$ cat src/tag_pkg.sv
/*
 * Tag lookup engine shared definitions
 * Widths, command and result structs, configuration selects and status codes
 */
package tag_pkg;

	localparam int num_pu      = 4;
	localparam int pu_id_nbits = 2;
	localparam int tag_nbits   = 16;
	localparam int depth_nbits = 6;
	localparam int value_nbits = 32;

	// Command address that marks a tag lookup
	localparam logic [7:0] tag_lookup_addr = 8'h2c;

	// Hash rules for 64 entries per bank
	//   bank 0 index is key[5:0] ^ key[11:6]
	//   bank 1 index is (key[15:10] ^ key[9:4]) + 1 modulo 64

	typedef struct packed {
		logic                 wr;
		logic [7:0]           addr;
		logic [tag_nbits-1:0] wdata;
	} io_cmd_t;

	typedef struct packed {
		logic                   valid;
		logic [tag_nbits-1:0]   tag;
		logic [depth_nbits-1:0] vidx;
	} tag_entry_t;

	typedef struct packed {
		logic                   valid;
		logic [tag_nbits-1:0]   key;
		logic [pu_id_nbits-1:0] pid;
	} tag_key_t;

	typedef struct packed {
		logic                   valid;
		logic                   hit;
		logic [depth_nbits-1:0] vidx;
		logic [pu_id_nbits-1:0] pid;
	} probe_t;

	typedef enum logic [1:0] {sel_bank0, sel_bank1, sel_value} cfg_sel_t;

	typedef enum logic [1:0] {st_hit0, st_hit1, st_dual, st_miss} tag_status_t;

	typedef struct packed {
		logic                   valid;
		logic [pu_id_nbits-1:0] pid;
		tag_status_t            status;
		logic [value_nbits-1:0] value;
	} tag_result_t;

endpackage

$ cat src/tag_bank_probe.sv
/*
 * Hash table bank probe
 * Hashes the key, reads the bank entry and compares the stored tag
 */
module tag_bank_probe import tag_pkg::*; #(
	parameter int bank = 0
) (
	input  logic                   clk,
	input  logic                   rst_n,
	input  tag_key_t               key,
	input  logic                   cfg_wr,
	input  cfg_sel_t               cfg_sel,
	input  logic [depth_nbits-1:0] cfg_addr,
	input  logic [value_nbits-1:0] cfg_wdata,
	output probe_t                 probe
);

	tag_entry_t             mem [2**depth_nbits];
	logic                   cfg_hit;
	logic [depth_nbits-1:0] rd_idx;

	// Read stage
	tag_entry_t             rd_entry;
	logic                   s1_valid;
	logic [tag_nbits-1:0]   s1_key;
	logic [pu_id_nbits-1:0] s1_pid;

	// Compare stage
	logic                   s2_valid;
	logic                   s2_hit;
	logic [depth_nbits-1:0] s2_vidx;
	logic [pu_id_nbits-1:0] s2_pid;

	function automatic logic [depth_nbits-1:0] hash_idx(input logic [tag_nbits-1:0] k);
		if (bank == 0) begin
			return k[5:0] ^ k[11:6];
		end
		// Wraps at 64
		return (k[15:10] ^ k[9:4]) + depth_nbits'(1);
	endfunction

	assign cfg_hit = cfg_wr && (cfg_sel == ((bank == 0) ? sel_bank0 : sel_bank1));

	always_ff @(posedge clk) begin
		if (cfg_hit) begin
			mem[cfg_addr] <= tag_entry_t'(cfg_wdata[$bits(tag_entry_t)-1:0]);
		end
	end

	assign rd_idx = hash_idx(key.key);

	always_ff @(posedge clk) begin
		rd_entry <= mem[rd_idx];
		s1_key <= key.key;
		s1_pid <= key.pid;
	end

	// Hit needs a valid entry and an equal tag
	always_ff @(posedge clk) begin
		s2_hit <= rd_entry.valid && (rd_entry.tag == s1_key);
		s2_vidx <= rd_entry.vidx;
		s2_pid <= s1_pid;
	end

	always_ff @(posedge clk) begin
		if (!rst_n) begin
			s1_valid <= 1'b0;
			s2_valid <= 1'b0;
		end else begin
			s1_valid <= key.valid;
			s2_valid <= s1_valid;
		end
	end

	assign probe = '{valid: s2_valid, hit: s2_hit, vidx: s2_vidx, pid: s2_pid};

endmodule

$ cat config.mk
export PLATFORM = sky130hd
export DESIGN_NAME = tag_bank_probe
export DESIGN_NICKNAME = d
export VERILOG_FILES = /design/src/tag_pkg.sv /design/src/tag_bank_probe.sv
export SDC_FILE = /design/constraint.sdc
export NUM_CORES = 2
export LEC_CHECK = 0
export ABC_AREA = 1
export BUFFER_PORTS_ARGS = -buffer_cell sky130_fd_sc_hd__buf_2
export CAP_MARGIN = 0
export CORE_ASPECT_RATIO = 1.5
export CORE_MARGIN = 2
export CORE_UTILIZATION = 55
export DETAILED_ROUTE_END_ITERATION = 8
export PLACE_DENSITY = 0.71
export RECOVER_POWER = 100
export SLEW_MARGIN = 10
export SYNTH_ARGS = -nofsm -noshare
export SYNTH_HDL_FRONTEND = slang
export SYNTH_SLANG_ARGS = --single-unit
export TNS_END_PERCENT = 5
$ cat constraint.sdc
create_clock -name clk -period 5.4 [get_ports clk]
set_input_delay 1.08 -clock clk [delete_from_list [all_inputs] [get_ports clk]]
set_output_delay 1.08 -clock clk [all_outputs]
set_load 0.005 [all_outputs]
Word-level counts from Yosys, hierarchy flattened --
Memories as Yosys holds them, arrays and structs flattened. A register that Yosys moved wholly into a read port is not among the register bits. Index checks and enable logic that the tools add are counted.
Operators by class: eq/ne operators 1, muxes and demuxes 2, bitwise gates (word level) 1, reductions and logical operators 3
Operators with widths (number):
- 16-bit equality test | 1
- 6-bit XOR | 1
- 1-bit logical AND | 2
- 2-bit zero test | 1
- 1-bit two-way mux | 2
Storage, ports and cells: bits in registers 29, memory bits (writable) 1472, input port bits 62, output and inout port bits 10, word-level logic and storage cells 15, memories 1
Memories:
- mem | words 64, bits a word 23, read ports 1, clocked after Yosys merged registers in 1, write ports 1, line tag_bank_probe.sv:18 | tag_entry_t mem [2**depth_nbits];

Depth between registers and ports, before layout --
word-level depth 4, gate-level depth with buffers 13, depth with buffers taken out 11

Worst setup path before layout --
Ideal clock, no wire load.
path type input to register, start in cfg_sel[1], end mem mem[0][0] in the netlist's numbering, enable pin, setup time 403 ps, data arrival time 3044 ps, data required time 4997 ps, setup slack 1953 ps, cell stages on the path 3, buffers on the path 0, cells stage by stage nor3b_1 nand4_1 nor2_1
On the way: word-level cells in the longest chain between the ends 4
RTL lines:
- start: declaration | line tag_bank_probe.sv:12 | input cfg_sel_t cfg_sel,
- 2-bit zero test | line tag_bank_probe.sv:42 | assign cfg_hit = cfg_wr && (cfg_sel == ((bank == 0) ? sel_bank0 : sel_bank1));
- 1-bit logical AND | line tag_bank_probe.sv:42
- 1-bit two-way mux | line tag_bank_probe.sv:45 | if (cfg_hit) begin
- 1-bit two-way mux (not written as such) | line tag_bank_probe.sv:46 | mem[cfg_addr] <= tag_entry_t'(cfg_wdata[$bits(tag_entry_t)-1:0]);
- end: declaration | line tag_bank_probe.sv:18
No other way between the ends.

Worst setup path in the final report --
start in cfg_sel[1], end mem mem[21][12] in the netlist's numbering, enable pin
The elaborated chain is that of the path after synthesis.

==> flow_summary.yaml <==
outcome:
  run_status: "finished with violations"
  violations: "max-capacitance violations, max-slew violations"
finish:
  syn2layout_area_growth_pct: 10.4
  layout-drive-gt1-share_pct: 5.94
  nNetsFinal: 6432
global_routing:
  grt_max_degree: 139
  via_count_of_the_first_global_routing_pass: 43400
  antenna_found_initial: 4
  grt.overflow.total: 0
  grt.total_usage_pct: 28.0
  grt_pass1_wl_um: 253000
routing:
  post_drt_via_cell_ratio: 5.53
  drt_iter0_drc: 4960
  wl_per_cell_um: 21.2
  final_antenna_net_count: 0
  detailroute.via_count: 44600
  first_pass_iters: 6
  drt_drc_violations_left: 0
  detail_route.wirelength_um: 171000
yosys:
  syn_inst: 6332
  async_sr_flop_fraction_pct: 0
  number_of_flip_flops_and_latches_in_the_synthesized_netlist: 1524
  avgSynthCellArea_um2: 10.4
  synth_area_um2: 65500
  synth.top_cell.area_share_pct: 67.4
  syn-num-nets: 6394
  synth.lib_cells_used.distinct: 24
  synth.cells.most_frequent: "sky130_fd_sc_hd__nand3_1, sky130_fd_sc_hd__edfxtp_1, sky130_fd_sc_hd__nand2_1"
  seq_area_frac_synth_pct: 69.0
  post_synth_main_area_contributors: "sky130_fd_sc_hd__edfxtp_1, sky130_fd_sc_hd__nand3_1, sky130_fd_sc_hd__nand2_1"
  synth_warnings: 0
  synth_most_common_cell: "sky130_fd_sc_hd__nand3_1"
  postSynth.topFlopCell: "sky130_fd_sc_hd__edfxtp_1"
  synth_enable_flop_cells: 1472
  synth_area_leader: "sky130_fd_sc_hd__edfxtp_1"
cts:
  insertion_delay_ns: 0.78
  cts-root-buf: "sky130_fd_sc_hd__clkbuf_16"
  htreeDepth: 4
  setup_repair_bufs_after_cts: 0
  cts_made_buffers: 140
  clock_path_buffers: 3
  clk_pin_slew_worst_paths_ns: 0.06
  tritoncts_clock_tree: "yes"
  hold_buffers: 0
  cts_num_sinks: 1524
  resized_gates_after_cts: 0
floorplan:
  boundaryPins: 72
  start_util_pct: 55.2
  floorplan.die.width_um: 286
  row_count: 155
  die_area_um2: 122000
  die_height_um: 427
  design.core.area_um2: 119000
pwr:
  p_per_area_nw_per_um2: 347
  vdd.ir_drop.worst_uv: 392
  p_leak_nw: 30.4
worst_setup_path:
  path_max_fanout: 23
  cp.required_ns: 5.76
  setup_crit_start_kind: "primary input"
  cp_data_arrival_time_ns: 4.59
  worst_setup_path_end_kind: "flop"
  setup.worst_path.class: "in2reg"
sta:
  maxSlewHeadroom_pct: -155
  rsz_0062_raised_after_global_routing: "false"
  tightestPinTransition_ns: 3.83
  finalCritPeriodShare_pct: 78.4
  finish_stage_setup_viols: 0
  period_needed_ns: 4.23
  fin_worst_skew_ns: 0.0230
  fin_hold_ws_ns: 0.331
  finalHoldViolCount: 0
  fmax_mhz: 236
  fin_tns_setup_ns: 0
  timing_max_transition_violations_final: 2937
placement:
  gpl.final_weighted_congestion: 0.882
  numPortBuffers: 62
  dpl.hpwl_um: 93600
job:
  max_cap_viols: 84
worst_hold_path:
  holdCritPathClass: "reg2reg"
-- path summary, 6_finish.rpt --
kind,start,to,slack [ns],cells after the start
worst max register to register,s1_key[14],s2_hit,3.64,4
worst min register to register,s1_pid[0],s2_pid[0],0.33,0
worst max-delay path,cfg_sel[1],mem[21][12],1.17,5
worst min-delay path,s1_pid[0],s2_pid[0],0.33,0
-- where the power goes --
| group | switching, W | internal (W) |
|---|---|---|
| combinational | 0.00177 | 0.000625 |
| sequential | 0.0000437 | 0.0131 |
| clock | 0.00431 | 0.00529 |
-- per-layer routing --
metal  track usage [%]  wire length [um]  share of wire [%]
met2              47.3             82900                 49
met5                 0                13             0.0076
met3              4.88             15200                8.9
met4              17.4             11300                6.6
met1              33.5             61100                 36
-- flip-flops by register name, indices dropped and copies added, names as in the netlist --
name      flops
s2_hit        1
s1_pid        2
mem        1472
s1_key       16
s2_pid        2
s2_valid      1
s1_valid      1
s2_vidx       6
rd_entry     23
-- layout by cell type (no fill, tap or decap), types with 7 or more instances in the layout --
cell / n
sky130_fd_sc_hd__dfxtp_1: 52
sky130_fd_sc_hd__buf_4: 41
sky130_fd_sc_hd__inv_1: 1380
sky130_fd_sc_hd__edfxtp_1: 1472
sky130_fd_sc_hd__clkinv_2: 22
sky130_fd_sc_hd__clkinv_1: 23
sky130_fd_sc_hd__nor2_1: 7
sky130_fd_sc_hd__buf_12: 34
sky130_fd_sc_hd__clkbuf_1: 151
sky130_fd_sc_hd__bufinv_16: 8
sky130_fd_sc_hd__nand2_1: 1435
sky130_fd_sc_hd__buf_2: 42
sky130_fd_sc_hd__nand3b_1: 23
sky130_fd_sc_hd__nand3_1: 1529
sky130_fd_sc_hd__clkinv_8: 8
sky130_fd_sc_hd__nand4_1: 8
sky130_fd_sc_hd__clkbuf_16: 141
sky130_fd_sc_hd__inv_6: 8
sky130_fd_sc_hd__nor2_2: 60
-- cell type report --
class	count	area, um^2
antenna	4	10.0
clock buffer	184	3730
clock inverter	71	653
fill	9222	46300
inverter	1383	5200
multi-input combinational	3091	13900
sequential	1524	45200
tap	1570	1960
timing repair buffer	230	1620
-- worst max-delay path: stages --
cell and delay (ns):
sky130_fd_sc_hd__buf_2 0.10, sky130_fd_sc_hd__nor3b_1 0.75, sky130_fd_sc_hd__nand4_1 0.96, sky130_fd_sc_hd__nor2_2 0.27
sky130_fd_sc_hd__clkbuf_1 1.40
-- through the flow --
stage	instance area (um^2)	std cells	total power (W)	setup WS, ns	util (%)
finish	72400	8057	0.0251	1.17	61.0
global route	72400	8054	0.0258	1.02	61.0
CTS	72700	8053	0.0252	2.31	61.3
detailed placement	68400	7798	0.0157	1.46	57.6
global placement	68400	7798	0.0157	1.55	57.6
floorplan	65500	6332	0.0147	1.95	-
-- cells by family after synthesis --
group,after synthesis,share of synthesized area [%]
AND/OR/NAND/NOR,3071,20.7
buffers and inverters,1717,10.0
flip-flops,1524,69.0
AO/OA/AOI/OAI,12,0.132
XOR/XNOR,8,0.107
No activity file was read; power rests on OpenSTA's default activity.
