### src/tag_pkg.sv
/*
 * Tag lookup engine shared definitions
 * Widths, command and result structs, configuration selects and status codes
 */
package tag_pkg;

	localparam int num_pu      = 4;
	localparam int pu_id_nbits = 2;
	localparam int tag_nbits   = 16;
	localparam int depth_nbits = 6;
	localparam int value_nbits = 32;

	// Command address that marks a tag lookup
	localparam logic [7:0] tag_lookup_addr = 8'h2c;

	// Hash rules for 64 entries per bank
	//   bank 0 index is key[5:0] ^ key[11:6]
	//   bank 1 index is (key[15:10] ^ key[9:4]) + 1 modulo 64

	typedef struct packed {
		logic                 wr;
		logic [7:0]           addr;
		logic [tag_nbits-1:0] wdata;
	} io_cmd_t;

	typedef struct packed {
		logic                   valid;
		logic [tag_nbits-1:0]   tag;
		logic [depth_nbits-1:0] vidx;
	} tag_entry_t;

	typedef struct packed {
		logic                   valid;
		logic [tag_nbits-1:0]   key;
		logic [pu_id_nbits-1:0] pid;
	} tag_key_t;

	typedef struct packed {
		logic                   valid;
		logic                   hit;
		logic [depth_nbits-1:0] vidx;
		logic [pu_id_nbits-1:0] pid;
	} probe_t;

	typedef enum logic [1:0] {sel_bank0, sel_bank1, sel_value} cfg_sel_t;

	typedef enum logic [1:0] {st_hit0, st_hit1, st_dual, st_miss} tag_status_t;

	typedef struct packed {
		logic                   valid;
		logic [pu_id_nbits-1:0] pid;
		tag_status_t            status;
		logic [value_nbits-1:0] value;
	} tag_result_t;

endpackage

### src/tag_req_arb.sv
/*
 * Lookup request arbiter
 * Filters lookup commands, holds one pending flag per PU and grants round robin
 */
module tag_req_arb import tag_pkg::*; (
	input  logic              clk,
	input  logic              rst_n,
	input  logic [num_pu-1:0] io_req,
	input  io_cmd_t           io_cmd [num_pu],
	output logic [num_pu-1:0] io_ack,
	output tag_key_t          key
);

	logic [num_pu-1:0]      lookup;
	logic [num_pu-1:0]      pending;
	logic [tag_nbits-1:0]   key_q [num_pu];
	logic [pu_id_nbits-1:0] ptr;
	logic [pu_id_nbits-1:0] idx;
	logic [pu_id_nbits-1:0] gnt_sel;
	logic                   gnt_found;
	logic [num_pu-1:0]      gnt_vec;

	// Only a write to the lookup address counts
	always_comb begin
		for (int i = 0; i < num_pu; i++) begin
			lookup[i] = io_req[i] && io_cmd[i].wr && (io_cmd[i].addr == tag_lookup_addr);
		end
	end

	always_ff @(posedge clk) begin
		for (int i = 0; i < num_pu; i++) begin
			if (lookup[i]) begin
				key_q[i] <= io_cmd[i].wdata;
			end
		end
	end

	// Search from ptr upward; walked in reverse so the nearest pending PU wins
	always_comb begin
		gnt_found = 1'b0;
		gnt_sel = ptr;
		idx = ptr;
		for (int i = num_pu - 1; i >= 0; i--) begin
			idx = ptr + pu_id_nbits'(i);
			if (pending[idx]) begin
				gnt_found = 1'b1;
				gnt_sel = idx;
			end
		end
		gnt_vec = gnt_found ? (num_pu'(1) << gnt_sel) : '0;
	end

	always_ff @(posedge clk) begin
		if (!rst_n) begin
			pending <= '0;
			io_ack <= '0;
			ptr <= '0;
		end else begin
			pending <= (pending & ~gnt_vec) | lookup;
			io_ack <= gnt_vec;
			if (gnt_found) begin
				ptr <= gnt_sel + pu_id_nbits'(1);
			end
		end
	end

	// Key leaves in the grant cycle
	assign key = '{valid: gnt_found, key: key_q[gnt_sel], pid: gnt_sel};

endmodule

### config.mk
export PLATFORM = sky130hd
export DESIGN_NAME = tag_req_arb
export DESIGN_NICKNAME = d
export VERILOG_FILES = /design/src/tag_pkg.sv /design/src/tag_req_arb.sv
export SDC_FILE = /design/constraint.sdc
export NUM_CORES = 1
export LEC_CHECK = 0
export ABC_AREA = 1
export CAP_MARGIN = 20
export CORE_UTILIZATION = 35
export CTS_CLUSTER_SIZE = 16
export DETAILED_ROUTE_END_ITERATION = 16
export DONT_BUFFER_PORTS = 1
export SKIP_LAST_GASP = 1
export SYNTH_ARGS = -nofsm -noshare
export SYNTH_HDL_FRONTEND = slang
export SYNTH_SLANG_ARGS = --single-unit
### constraint.sdc
create_clock -name clk -period 2.35 [get_ports clk]
set_input_delay 0.5875 -clock clk [delete_from_list [all_inputs] [get_ports clk]]
set_output_delay 0.5875 -clock clk [all_outputs]
set_load 0.1 [all_outputs]
## Word level (Yosys, flattened, before mapping)

Memories as Yosys holds them, arrays and structs flattened.
Index checks and enable logic that the tools add are counted.

| storage, ports and cells | value |
|---|---|
| word-level logic and storage cells | 53 |
| output and inout bits | 23 |
| bits in writable memories | 64 |
| register bits | 10 |
| bits of input ports | 106 |
| memories | 1 |

Memories:

| name | words | width | rd ports | clocked after memory_dff | wr ports | RTL line | source |
|---|---|---|---|---|---|---|---|
| key_q | 4 | 16 | 1 | 0 | 4 | tag_req_arb.sv:16 | `logic [tag_nbits-1:0] key_q [num_pu];` |

| cells by class | value |
|---|---|
| eq/ne operators | 4 |
| magnitude comparators | 4 |
| shifts and indexed selects | 1 |
| reduce and logical (&&, ||, !) cells | 8 |
| $add $sub $neg | 4 |
| bitwise operators | 3 |
| multiplexer cells | 25 |

Operators with widths:

| kind | count |
|---|---|
| 8-bit by 6-bit equality test with 1-bit output (second input constant) | 4 |
| 1-bit two-way mux | 16 |
| 2-bit by 3-bit less-than comparator with 1-bit output (second input constant) | 4 |
| 1-bit binary-select mux with 2-bit select | 4 |
| 1-bit logical AND | 8 |
| 2-bit two-way mux | 4 |
| 2-bit by 1-bit adder with 2-bit output (second input constant) | 2 |
| 2-bit adder (second input constant) | 2 |
| 4-bit AND | 1 |
| 4-bit two-way mux | 1 |
| 4-bit NOT | 1 |
| 4-bit bitwise OR | 1 |
| 1-bit by 2-bit left shift with 4-bit output (first input constant) | 1 |

## Depth between registers and ports, before layout

Gate-level depths: netlist of the first run.

| depth | value |
|---|---|
| depth in word-level cells | 12 |
| gate-level depth with buffers | 17 |

## Worst setup path after synthesis of the first run

Ideal clock, no wire load.

| path | value |
|---|---|
| kind | register to output |
| start point | register ptr[0] |
| end point | output key[10] in the netlist's numbering |
| data arrival time | 2.443 ns |
| slack | -0.680 ns |
| stages on the path, launching flop included | 14 |
| cell sequence | dfxtp_1 buf_6 inv_6 nand2_1 nand2_1 nand2_1 nand2_1 inv_2 nand2_2 nand4_2 nand2_4 buf_2 o21ai_0 nand2_1 |

RTL lines:

| element | RTL line | source |
|---|---|---|
| start, declared | tag_req_arb.sv:17 | `logic [pu_id_nbits-1:0] ptr;` |
| start signal, assigned | tag_req_arb.sv:62 | `ptr <= gnt_sel + pu_id_nbits'(1);` |
| end, declared | tag_req_arb.sv:11 | `output tag_key_t key` |

==> results by group, run 1 <==
Worst hold path
  – Hold Path Class: in2reg

Synth
  – Most frequent cell after synthesis: nand2_1
  – Synth top area share: 0.583
  – Library cells used by synthesis: 24
  – Dominant synthesized flop cell: edfxtp_1
  – Mapped Area: 0.00330 mm²
  – Top cells by count, synth: nand2_1, edfxtp_1, inv_1
  – Area contributors post-synth: edfxtp_1, nand2_1, dfxtp_1
  – Asr flop ratio synth: 0
  – Sequential cell area fraction in the yosys report: 0.643
  – Cells after synthesis: 327
  – Ys Warns: 0
  – #FFs+latches synth: 74
  – Yosys top cell by area: edfxtp_1
  – Syn Nets: 433
  – Post-synth EDFFs: 64
  – Syn_area_per_cell: 10.1 µm²

Placed design
  – Inst Count DP: 455
  – DP Area: 0.00373 mm²
  – Hpwl dp: 5510 µm
  – Routability congestion estimate: 0.858
  – IO buf count: 0
  – Worst slack at placement: -0.210 ns

Timing
  – Total Negative Setup Slacks: -7.41 ns
  – Hold slack: 0.321 ns
  – Final-report setup violation count: 19
  – Max-slew violation count: 0
  – Final Hold Viols: 0
  – Worst slew pin tran: 0.353 ns
  – Fmax: 354 MHz
  – Final WS setup: -0.478 ns
  – Crit share post-route: 1.20
  – Worst slew margin: 0.763
  – Clock skew: 0.00621 ns
  – RSZ-0062 raised after global routing: yes
  – Final Critical Period: 2.83 ns

Final layout
  – Layout fillers: 839
  – Area Overhead vs Synth: 36.3%
  – Layout cells sized above 1: 0.390
  – Post-layout util: 0.489
  – Register Area: 0.00213 mm²
  – Final net count: 478
  – Area of the multi-input gates: 0.00136 mm²
  – Final Cell Area: 0.00449 mm²
  – Finished Layout Cells: 488
  – Diodes inserted: 0

Clocking
  – Post-cts hold buffer count: 0
  – CTS tree: done
  – CTS Root Cell: clkbuf_8
  – Worst-Skew Late Latency: 0.35 ns
  – Register clock-pin slew on the reported worst setup and hold paths: 0.08 ns
  – CTS Buffer Depth: 2
  – CTS buffer count: 9
  – TritonCTS Sinks: 74
  – Htree depth: 3

Worst setup path
  – WS Path Type: reg2out
  – Crit path DAT: 2.24 ns
  – Critical Path RT: 1.76 ns
  – CP Capture Type: output pin
  – Slowest stage cell, crit path: dfxtp_4
  – Most used cell, CP: nand2_4
  – CP max stage delay: 0.38 ns
  – CP startpoint kind: register
  – Critical Path, Cell by Cell: inv_6, nand2_2, nand2_2, nand2_4, nand2_2, inv_2, nand2_4, nand3_2, nand2_4, nand2_8, clkbuf_16, a21oi_2, o21ai_2, nand2_4
  – Worst-path fanout max: 11

Power
  – P_leak: 1.72 nW
  – Total Power: 5.83 mW
  – Max VDD drop: 0.930 mV
  – Pwr/cell area: 1300 mW/mm²

Die
  – Initial core utilization: 0.359
  – Core Box Area: 0.00920 mm²
  – Die Y: 99.1 µm
  – I/O Pins: 129
  – Die width: 99.1 µm
  – Die ar.: 0.00982 mm²
  – Core Rows: 35

Global routing
  – GRT Util Overall: 0.166
  – Pin count of the biggest net entering global routing: 26
  – Vias in the first global route: 2,567
  – First-pass GRT wire length: 11,900 µm
  – Initial antenna violation count: 1
  – Grt ovf: 0

Routing
  – Routed WL: 8140 µm
  – Vias: 2,443
  – Routed WL per cell: 16.7 µm
  – Detail Route Antenna Nets: 0
  – Vias per cell: 5.01
  – Starting DRC count in detailed routing: 59
  – DRT Pass-1 Iters: 4
  – Drt drc: 0

Outcome
  – Status: complete, but fails checks
  – Failing checks: negative setup slack

Run
  – Max_cap viols: 0
-- layout by cell type (no fill, tap or decap) --
master	instances
clkinv_8	1
nand2_8	12
bufinv_16	1
nor2_1	9
nor4_1	4
nand3_1	9
inv_6	4
nand2_1	77
clkinv_1	1
nand4_1	6
nand2_2	28
dfxtp_1	8
a21oi_1	13
buf_12	6
inv_4	1
nor2_2	1
inv_2	4
clkbuf_8	9
a21oi_2	6
buf_16	3
nand3_2	3
clkbuf_16	2
nor3_1	4
o21ai_2	12
nand2_4	10
nand4_4	1
o21ai_0	1
inv_1	32
clkinv_2	1
buf_4	33
edfxtp_1	64
o21ai_4	2
a21oi_4	3
o21ai_1	2
dfxtp_4	2
clkinvlp_4	2
-- path summary, 6_finish.rpt --
check,startpoint,endpoint,slack [ns],cells after the start
setup reg to reg,ptr[0],ptr[1],0.45,13
setup / recovery,ptr[0],key[7],-0.48,14
hold reg to reg,pending[2],pending[2],0.50,2
hold / removal,io_cmd[28],key_q[2][3],0.32,0
-- final cells by class --
cell class	count	area share
multi-input combinational	203	0.302
clock inverter	7	0.0170
timing repair buffer	44	0.111
clock buffer	9	0.0276
inverter	40	0.0379
sequential	74	0.474
tap	111	0.0309
-- flip-flops by register name (all words and copies together), names as in the netlist --
register,flops
io_ack,4
key_q,64
pending,4
ptr,2
-- per-layer routing --
layer	vias up	GRT usage	routed length (µm)
li1	1173	-	-
met1	1148	0.160	2990
met2	102	0.306	4340
met3	18	0.0738	647
met4	2	0.0679	146
met5	-	0	16
-- cells by family (layout without fill, tap and decap cells) --
kind of cell	Yosys count	in the layout	synth area share
buffers and inverters	51	100	0.0785
flip-flops	74	74	0.643
AND/OR/NAND/NOR	163	164	0.215
AO/OA/AOI/OAI	39	39	0.0626
-- report_power, final --
| part | switching, mW | total, mW | internal, mW |
|---|---|---|---|
| Clock | 0.497 | 0.996 | 0.499 |
| Combinational | 2.44 | 3.35 | 0.912 |
| Sequential | 0.0280 | 1.48 | 1.45 |
-- worst max-delay path: cells and delay by family (launching register included) --
| kind | cells | cell delay (ns) |
|---|---|---|
| compound gates | 2 | 0.22 |
| buf+inv | 3 | 0.35 |
| flops | 1 | 0.38 |
| simple gates | 9 | 0.92 |
-- timing repair --
item                                    4_1_cts  5_1_grt
gates cloned                                  3        2
endpoints found under the setup margin       19       19
gates resized for setup                      57       24
setup buffers                                 9        3
pin swaps                                     4        6
Power figures use the tool's default switching activity.
==> run 2, diff against run 1 <==
--- a/config.mk
+++ b/config.mk
@@ -5,7 +5,6 @@
 export SDC_FILE = /design/constraint.sdc
 export NUM_CORES = 1
 export LEC_CHECK = 0
-export ABC_AREA = 1
 export CAP_MARGIN = 20
 export CORE_UTILIZATION = 35
 export CTS_CLUSTER_SIZE = 16
==> constraint.sdc (replaced) <==
create_clock -name clk -period 2.35 [get_ports clk]
set_input_delay 0.47 -clock clk [delete_from_list [all_inputs] [get_ports clk]]
set_output_delay 0.47 -clock clk [all_outputs]
set_load 0.1 [all_outputs]
==> run 2 against run 1 <==
- sequential share of layout area up 7.3 points
- die area down 12%
- utilization up 0.48 points
- synthesized cell count down 52%
- critical endpoint is now key[3]
- the flow still finishes with violations (negative setup slack)
- largest cell class unchanged
- critical path depth down 7
- flip-flop and latch count unchanged
- critical path type unchanged
- final cell count down 36%
- fmax up 6.7%
- routed wire length down 17%
- cell area down 13%
- total power down 57%
==> results by group, run 2 <==
Final layout
  – Top Registers: key_q: 64 flops, io_ack: 4 flops, pending: 4 flops (unchanged)
  – Finished Layout Cells: 312 (was 488)
  – Post-layout util: 0.493 (was 0.489)
  – Layout cells sized above 1: 0.433 (was 0.390)
  – Commonest non-fill, non-tap cell in the layout: edfxtp_1 (was nand2_1)
  – Diodes inserted: 0 (unchanged)
  – Final Cell Area: 0.00389 mm² (was 0.00449 mm²)
  – Commonest non-fill, non-tap cells in the layout: edfxtp_1, buf_4, buf_12, mux4_2, clkbuf_8 (was nand2_1, edfxtp_1, buf_4, inv_1, nand2_2)
  – Area Overhead vs Synth: 34.0% (was 36.3%)
  – Final net count: 311 (was 478)
  – Max FFs per register: 64 (unchanged)
  – Biggest register: key_q (unchanged)

Die
  – Die width: 93.1 µm (was 99.1 µm)
  – Core Box Area: 0.00789 mm² (was 0.00920 mm²)
  – Initial core utilization: 0.368 (was 0.359)
  – Die Y: 93.1 µm (was 99.1 µm)
  – Core Rows: 32 (was 35)
  – Die ar.: 0.00867 mm² (was 0.00982 mm²)
  – I/O Pins: 129 (unchanged)

Synth
  – Synth Area in XOR/XNOR: 0 (unchanged)
  – Post-synth EDFFs: 64 (unchanged)
  – Syn Nets: 263 (was 433)
  – Asr flop ratio synth: 0 (unchanged)
  – Synth top area share: 0.662 (was 0.583)
  – Most frequent cell after synthesis: edfxtp_1 (was nand2_1)
  – Synth Area in Compound Gates: 0.0526 (was 0.0626)
  – Dominant synthesized flop cell: edfxtp_1 (unchanged)
  – Syn_area_per_cell: 18.5 µm² (was 10.1 µm²)
  – Top cells by count, synth: edfxtp_1, mux4_2, dfxtp_1 (was nand2_1, edfxtp_1, inv_1)
  – Library cells used by synthesis: 29 (was 24)
  – Yosys top cell by area: edfxtp_1 (unchanged)
  – Synth Area in Adders: 0 (unchanged)
  – Area contributors post-synth: edfxtp_1, mux4_2, dfxtp_1 (was edfxtp_1, nand2_1, dfxtp_1)
  – Simple-gate share of the synthesized area: 0.0728 (was 0.215)
  – Cells after synthesis: 157 (was 327)
  – #FFs+latches synth: 74 (unchanged)
  – Largest family of logic cells by synthesized area: multiplexers (was simple AND/OR/NAND/NOR gates)
  – Sequential cell area fraction in the yosys report: 0.731 (was 0.643)
  – Post-synthesis mux area share: 0.124 (was 0)
  – Mapped Area: 0.00290 mm² (was 0.00330 mm²)
  – Ys Warns: 0 (unchanged)

Routing
  – Vias per cell: 5.47 (was 5.01)
  – Routed WL: 6790 µm (was 8140 µm)
  – Detail Route Antenna Nets: 0 (unchanged)
  – DRT Pass-1 Iters: 4 (unchanged)
  – Routed WL per cell: 21.8 µm (was 16.7 µm)
  – Starting DRC count in detailed routing: 65 (was 59)
  – Vias: 1,707 (was 2,443)
  – Drt drc: 0 (unchanged)

Run
  – Max_cap viols: 0 (unchanged)

Timing
  – Crit share post-route: 1.13 (was 1.20)
  – Worst slew margin: 0.684 (was 0.763)
  – Clock skew: 0.00316 ns (was 0.00621 ns)
  – Max-slew violation count: 0 (unchanged)
  – Hold slack: 0.211 ns (was 0.321 ns)
  – RSZ-0062 raised after global routing: yes (unchanged)
  – Total Negative Setup Slacks: -4.09 ns (was -7.41 ns)
  – Final-report setup violation count: 16 (was 19)
  – Final Hold Viols: 0 (unchanged)
  – Final Critical Period: 2.65 ns (was 2.83 ns)
  – Worst slew pin tran: 0.470 ns (was 0.353 ns)
  – Fmax: 377 MHz (was 354 MHz)
  – Final WS setup: -0.300 ns (was -0.478 ns)

Global routing
  – GRT Max-Usage Layer: met2 (unchanged)
  – Met3 Usage GRT: 0.0504 (was 0.0738)
  – Initial antenna violation count: 0 (was 1)
  – First-pass GRT wire length: 10,400 µm (was 11,900 µm)
  – Vias in the first global route: 1,886 (was 2,567)
  – Met2 Track Usage GR: 0.309 (was 0.306)
  – Grt ovf: 0 (unchanged)
  – Met1 Use GR: 0.178 (was 0.160)
  – Pin count of the biggest net entering global routing: 19 (was 26)
  – GRT Util Overall: 0.170 (was 0.166)

Worst setup path
  – Setup slack, reg-to-reg: 0.49 ns (was 0.45 ns)
  – CP startpoint kind: register (unchanged)
  – Reg2reg end: ptr[1] (unchanged)
  – Critical Path RT: 1.88 ns (was 1.76 ns)
  – WS Path Type: reg2out (unchanged)
  – Crit path capture: key[3] (was key[7])
  – CP Capture Type: output pin (unchanged)
  – Reg2Reg Depth: 8 (was 13)
  – Worst r2r src: pending[2] (was ptr[0])
  – Crit path launch: pending[2] (was ptr[0])
  – Crit path DAT: 2.18 ns (was 2.24 ns)
  – Worst-path fanout max: 7 (was 11)

Clocking
  – Htree depth: 3 (unchanged)
  – CTS Buffer Depth: 2 (unchanged)
  – Post-cts hold buffer count: 0 (unchanged)
  – CTS tree: done (unchanged)
  – CTS buffer count: 9 (unchanged)
  – Register clock-pin slew on the reported worst setup and hold paths: 0.08 ns (about the same)
  – CTS Root Cell: clkbuf_8 (unchanged)
  – Worst-Skew Late Latency: 0.34 ns (was 0.35 ns)
  – TritonCTS Sinks: 74 (unchanged)

Power
  – P_leak: 1.33 nW (was 1.72 nW)
  – Total Power: 2.52 mW (was 5.83 mW)
  – Pwr/cell area: 646 mW/mm² (was 1300 mW/mm²)
  – Max VDD drop: 0.333 mV (was 0.930 mV)

Placed design
  – Hpwl dp: 4980 µm (was 5510 µm)
  – IO buf count: 0 (unchanged)
  – Inst Count DP: 290 (was 455)
  – Routability congestion estimate: 0.748 (was 0.858)
  – DP Area: 0.00359 mm² (was 0.00373 mm²)
  – Worst slack at placement: 0.0389 ns (was -0.210 ns)

Outcome
  – Status: complete, but fails checks (unchanged)
  – Failing checks: negative setup slack (unchanged)

Worst hold path
  – Hold Path Class: in2reg (unchanged)
run 2: changes by cell type in the layout (fill, tap and decap cells not counted), sizes merged, moves of 5 or more:
cell / change
nand2: -118
a21oi: -15
nand3: -8
o21ai: -14
mux4: +16
nor2b: +5
nand4: -7
inv: -38
run 2: worst max-delay path, stage by stage (launching register included):
cell	delay (ns)
dfxtp_4	0.36
or2_1	0.14
a21oi_4	0.07
o31ai_4	0.23
buf_4	0.17
buf_12	0.13
mux4_2	0.55
buf_12	0.19
run 2: repair_timing:
item / 4_1_cts / 5_1_grt
gates resized for setup: 12 / 3
endpoints found under the setup margin: 17 / 17
gates cloned: 1 / 0
setup buffers: 6 / 1
pin swaps: 2 / 1
run 2: layout make-up:
| type | count | area [µm²] |
|---|---|---|
| Sequential cell | 74 | 2130 |
| Timing Repair Buffer | 44 | 603 |
| Inverter | 2 | 7.51 |
| Clock buffer | 10 | 128 |
| Tap cell | 102 | 128 |
| Clock inverter | 6 | 90.1 |
| Fill cell | 630 | 4000 |
| Multi-Input combinational cell | 74 | 807 |
run 2: kinds of logic after synthesis:
family / Yosys count
AND/OR/NAND/NOR: 38
flip-flops: 74
multiplexers: 16
buffers and inverters: 9
AO/OA/AOI/OAI: 20
run 2: power by group:
| part | internal, mW | switching [mW] |
|---|---|---|
| registers | 1.42 | 0.000474 |
| clock network | 0.601 | 0.464 |
| logic | 0.0106 | 0.0152 |
| total | 2.04 | 0.479 |
run 2: worst min path at each step:
stage | from | endpoint | slack, ns | depth (start not counted)
final | io_cmd[32] | key_q[2][7] | 0.21 | 0
after global routing | io_cmd[32] | key_q[2][7] | 0.19 | 0
after CTS | io_cmd[32] | key_q[2][7] | 0.19 | 0
after detailed placement | io_cmd[32] | key_q[2][7] | 0.57 | 0
after global placement | io_cmd[53] | key_q[1][3] | 0.57 | 0
after floorplan | pending[1] | pending[1] | 0.56 | 2
run 2: layer usage:
| layer | vias to the layer above | part of all wire |
|---|---|---|
| li1 | 735 | - |
| met1 | 839 | 0.35 |
| met2 | 116 | 0.54 |
| met3 | 17 | 0.092 |
| met4 | 0 | 0.022 |
| met5 | - | 0 |
==> run 3, diff against run 2 <==
==> constraint.sdc (replaced) <==
create_clock -name clk -period 3 [get_ports clk]
set_input_delay 0.6 -clock clk [delete_from_list [all_inputs] [get_ports clk]]
set_output_delay 0.6 -clock clk [all_outputs]
set_load 0.1 [all_outputs]
==> run 3 against run 2 <==
- the flow now finishes without violations
- clock power down 15%
- via count is 5.2% lower
- final cell count fell by 5.4%
- sequential power fell by 21%
- critical path depth is 2 lower
- flip-flop and latch count did not move
- cell area down 7.7%
- register-to-register slack better by 0.59 ns
- first-iteration DRC count is 15% lower
- sequential share of layout area rose by 4.4 points
- utilization is 3.8 points lower
==> results by group, run 3 (synthesis results as in run 2) <==
Routing
  – Routed WL per cell: 22.4 µm (was 21.8 µm)
  – Detail Route Antenna Nets: 0 (unchanged)
  – Routed WL: 6600 µm (was 6790 µm)
  – Vias per cell: 5.49 (was 5.47)
  – Drt drc: 0 (unchanged)
  – Starting DRC count in detailed routing: 55 (was 65)
  – DRT Pass-1 Iters: 4 (unchanged)
  – Vias: 1,619 (was 1,707)

Die
  – Initial core utilization: 0.368 (unchanged)
  – Die width: 93.1 µm (unchanged)
  – Core Rows: 32 (unchanged)
  – Die ar.: 0.00867 mm² (unchanged)
  – I/O Pins: 129 (unchanged)
  – Core Box Area: 0.00789 mm² (unchanged)
  – Die Y: 93.1 µm (unchanged)

Clocking
  – Worst-Skew Late Latency: 0.34 ns (about the same)
  – CTS Buffer Depth: 2 (unchanged)
  – CTS tree: done (unchanged)
  – Htree depth: 3 (unchanged)
  – TritonCTS Sinks: 74 (unchanged)
  – # Post-CTS Setup Buffers: 0 (was 6)
  – Register clock-pin slew on the reported worst setup and hold paths: 0.08 ns (about the same)
  – CTS buffer count: 9 (unchanged)
  – CTS Root Cell: clkbuf_8 (unchanged)

Power
  – Clock share of power: 0.444 (was 0.423)
  – Total net switching power: 0.367 mW (was 0.479 mW)
  – Combinational share of power: 0.009 (was 0.010)
  – Total Power: 2.04 mW (was 2.52 mW)
  – Sw Ratio: 0.180 (was 0.191)
  – Pwr/cell area: 568 mW/mm² (was 646 mW/mm²)
  – P_leak: 1.17 nW (was 1.33 nW)
  – Seq pwr share: 0.547 (was 0.566)
  – Max VDD drop: 0.261 mV (was 0.333 mV)
  – Internal cell power: 1.67 mW (was 2.04 mW)

Final layout
  – Max FFs per register: 64 (unchanged)
  – Layout cells sized above 1: 0.363 (was 0.433)
  – Finished Layout Cells: 295 (was 312)
  – Commonest non-fill, non-tap cell in the layout: edfxtp_1 (unchanged)
  – Biggest register: key_q (unchanged)
  – Top Registers: key_q: 64 flops, io_ack: 4 flops, pending: 4 flops (unchanged)
  – Area Overhead vs Synth: 23.8% (was 34.0%)
  – Commonest non-fill, non-tap cells in the layout: edfxtp_1, buf_4, mux4_2, nand2_1, clkbuf_8 (was edfxtp_1, buf_4, buf_12, mux4_2, clkbuf_8)
  – Diodes inserted: 0 (unchanged)
  – Final net count: 294 (was 311)

Worst hold path
  – Hold Path Stages: 0 (unchanged)
  – Hold Path Class: in2reg (unchanged)
  – Hold wc startpoint: io_cmd[76] (was io_cmd[32])
  – Hold Path End: key_q[0][1] (was key_q[2][7])

Worst setup path
  – Crit path DAT: 2.30 ns (was 2.18 ns)
  – Setup slack, reg-to-reg: 1.08 ns (was 0.49 ns)
  – WS Path Type: reg2out (unchanged)
  – CP startpoint kind: register (unchanged)
  – Reg2reg end: ptr[1] (unchanged)
  – Worst r2r src: pending[0] (was pending[2])
  – CP Capture Type: output pin (unchanged)
  – Worst-path fanout max: 12 (was 7)
  – Critical Path RT: 2.40 ns (was 1.88 ns)
  – Reg2Reg Depth: 5 (was 8)

Timing
  – Final Critical Period: 2.90 ns
  – Final Hold Viols: 0 (unchanged)
  – Clock skew: 0.00318 ns (was 0.00316 ns)
  – Final-report setup violation count: 0 (was 16)
  – Final WS setup: 0.103 ns (was -0.300 ns)
  – Worst slew pin tran: 0.964 ns (was 0.470 ns)
  – RSZ-0062 raised after global routing: no (was yes)
  – Crit share post-route: 0.966
  – Total Negative Setup Slacks: 0 ns (was -4.09 ns)
  – Max-slew violation count: 0 (unchanged)
  – Worst slew margin: 0.356 (was 0.684)
  – Fmax: 345 MHz

Global routing
  – Met1 Use GR: 0.177 (was 0.178)
  – Pin count of the biggest net entering global routing: 23 (was 19)
  – GRT Max-Usage Layer: met2 (unchanged)
  – Vias in the first global route: 1,694 (was 1,886)
  – First-pass GRT wire length: 9690 µm (was 10,400 µm)
  – Grt ovf: 0 (unchanged)
  – Met2 Track Usage GR: 0.265 (was 0.309)
  – Initial antenna violation count: 0 (unchanged)
  – Met3 Usage GRT: 0.0797 (was 0.0504)
  – GRT Util Overall: 0.160 (was 0.170)

Placed design
  – Hpwl dp: 4740 µm (was 4980 µm)
  – Worst slack at placement: 0.293 ns (was 0.0389 ns)
  – Inst Count DP: 279 (was 290)
  – Routability congestion estimate: 0.700 (was 0.748)
  – IO buf count: 0 (unchanged)

Run
  – Max_cap viols: 0 (unchanged)

Outcome
  – Status: complete, no violations (was complete, but fails checks)
[run 3: cell count changes in the layout (fill, tap and decap cells not counted), moves of 2 or more]
cell     delta
dfxtp_1     +2
buf_6       -3
buf_4       -2
buf_12     -11
[run 3: final cells by class]
class	count	area, µm²
flip-flops and latches	74	2120
repair buffers	27	307
clock inverters	5	103
inverters	2	7.51
multi-input cells	74	795
well taps	102	128
fillers	677	4290
clock buffers	11	131
[run 3: what timing repair did]
action / 4_1_cts / 5_1_grt
pin swaps: 0 / 0
hold buffers: 0 / 0
endpoints found under the setup margin: 16 / 14
gates cloned: 0 / 0
gates resized for setup: 3 / 2
[run 3: worst max-delay path, cell delays in order, from the launching register on]
cell,delay [ns]
dfxtp_1,0.51
nor2b_2,0.13
o31ai_4,0.26
buf_6,0.25
mux4_2,0.54
buf_4,0.25
[run 3: worst max path at each step]
stage                         end  cells after the start  startpoint
after floorplan           key[12]                      6  pending[0]
after global placement    key[17]                      6      ptr[1]
after detailed placement  key[17]                      5      ptr[0]
after CTS                 key[17]                      6  pending[2]
after global routing       key[3]                      6      ptr[1]
final                     key[17]                      5      ptr[0]
[run 3: routing by layer]
layer | part of all wire | routed length, µm | vias to the layer above
met3 | 0.11 | 726 | 7
met5 | 0 | 0 | -
met1 | 0.39 | 2540 | 782
met4 | 0.012 | 79 | 0
met2 | 0.49 | 3250 | 132
li1 | - | - | 698
[run 3: power groups by stage]
stage | clock, mW | combinational, mW | sequential, mW
6_report | 0.907 | 0.0184 | 1.12
5_1_grt | 0.969 | 0.0192 | 1.12
3_5_place_dp | 0 | 0.0186 | 1.14
3_3_place_gp | 0 | 0.0180 | 1.14
4_1_cts | 0.931 | 0.0187 | 1.12
2_1_floorplan | 0 | 0.0133 | 1.14
[run 3: per-stage QoR]
stage           util  instance area, µm²  hold WS (ns)
5_1_grt        0.456                3590         0.318
2_1_floorplan      -                2930         0.560
4_1_cts        0.455                3590         0.329
3_3_place_gp   0.424                3340         0.579
6_report       0.456                3590         0.346
3_5_place_dp   0.424                3340         0.604
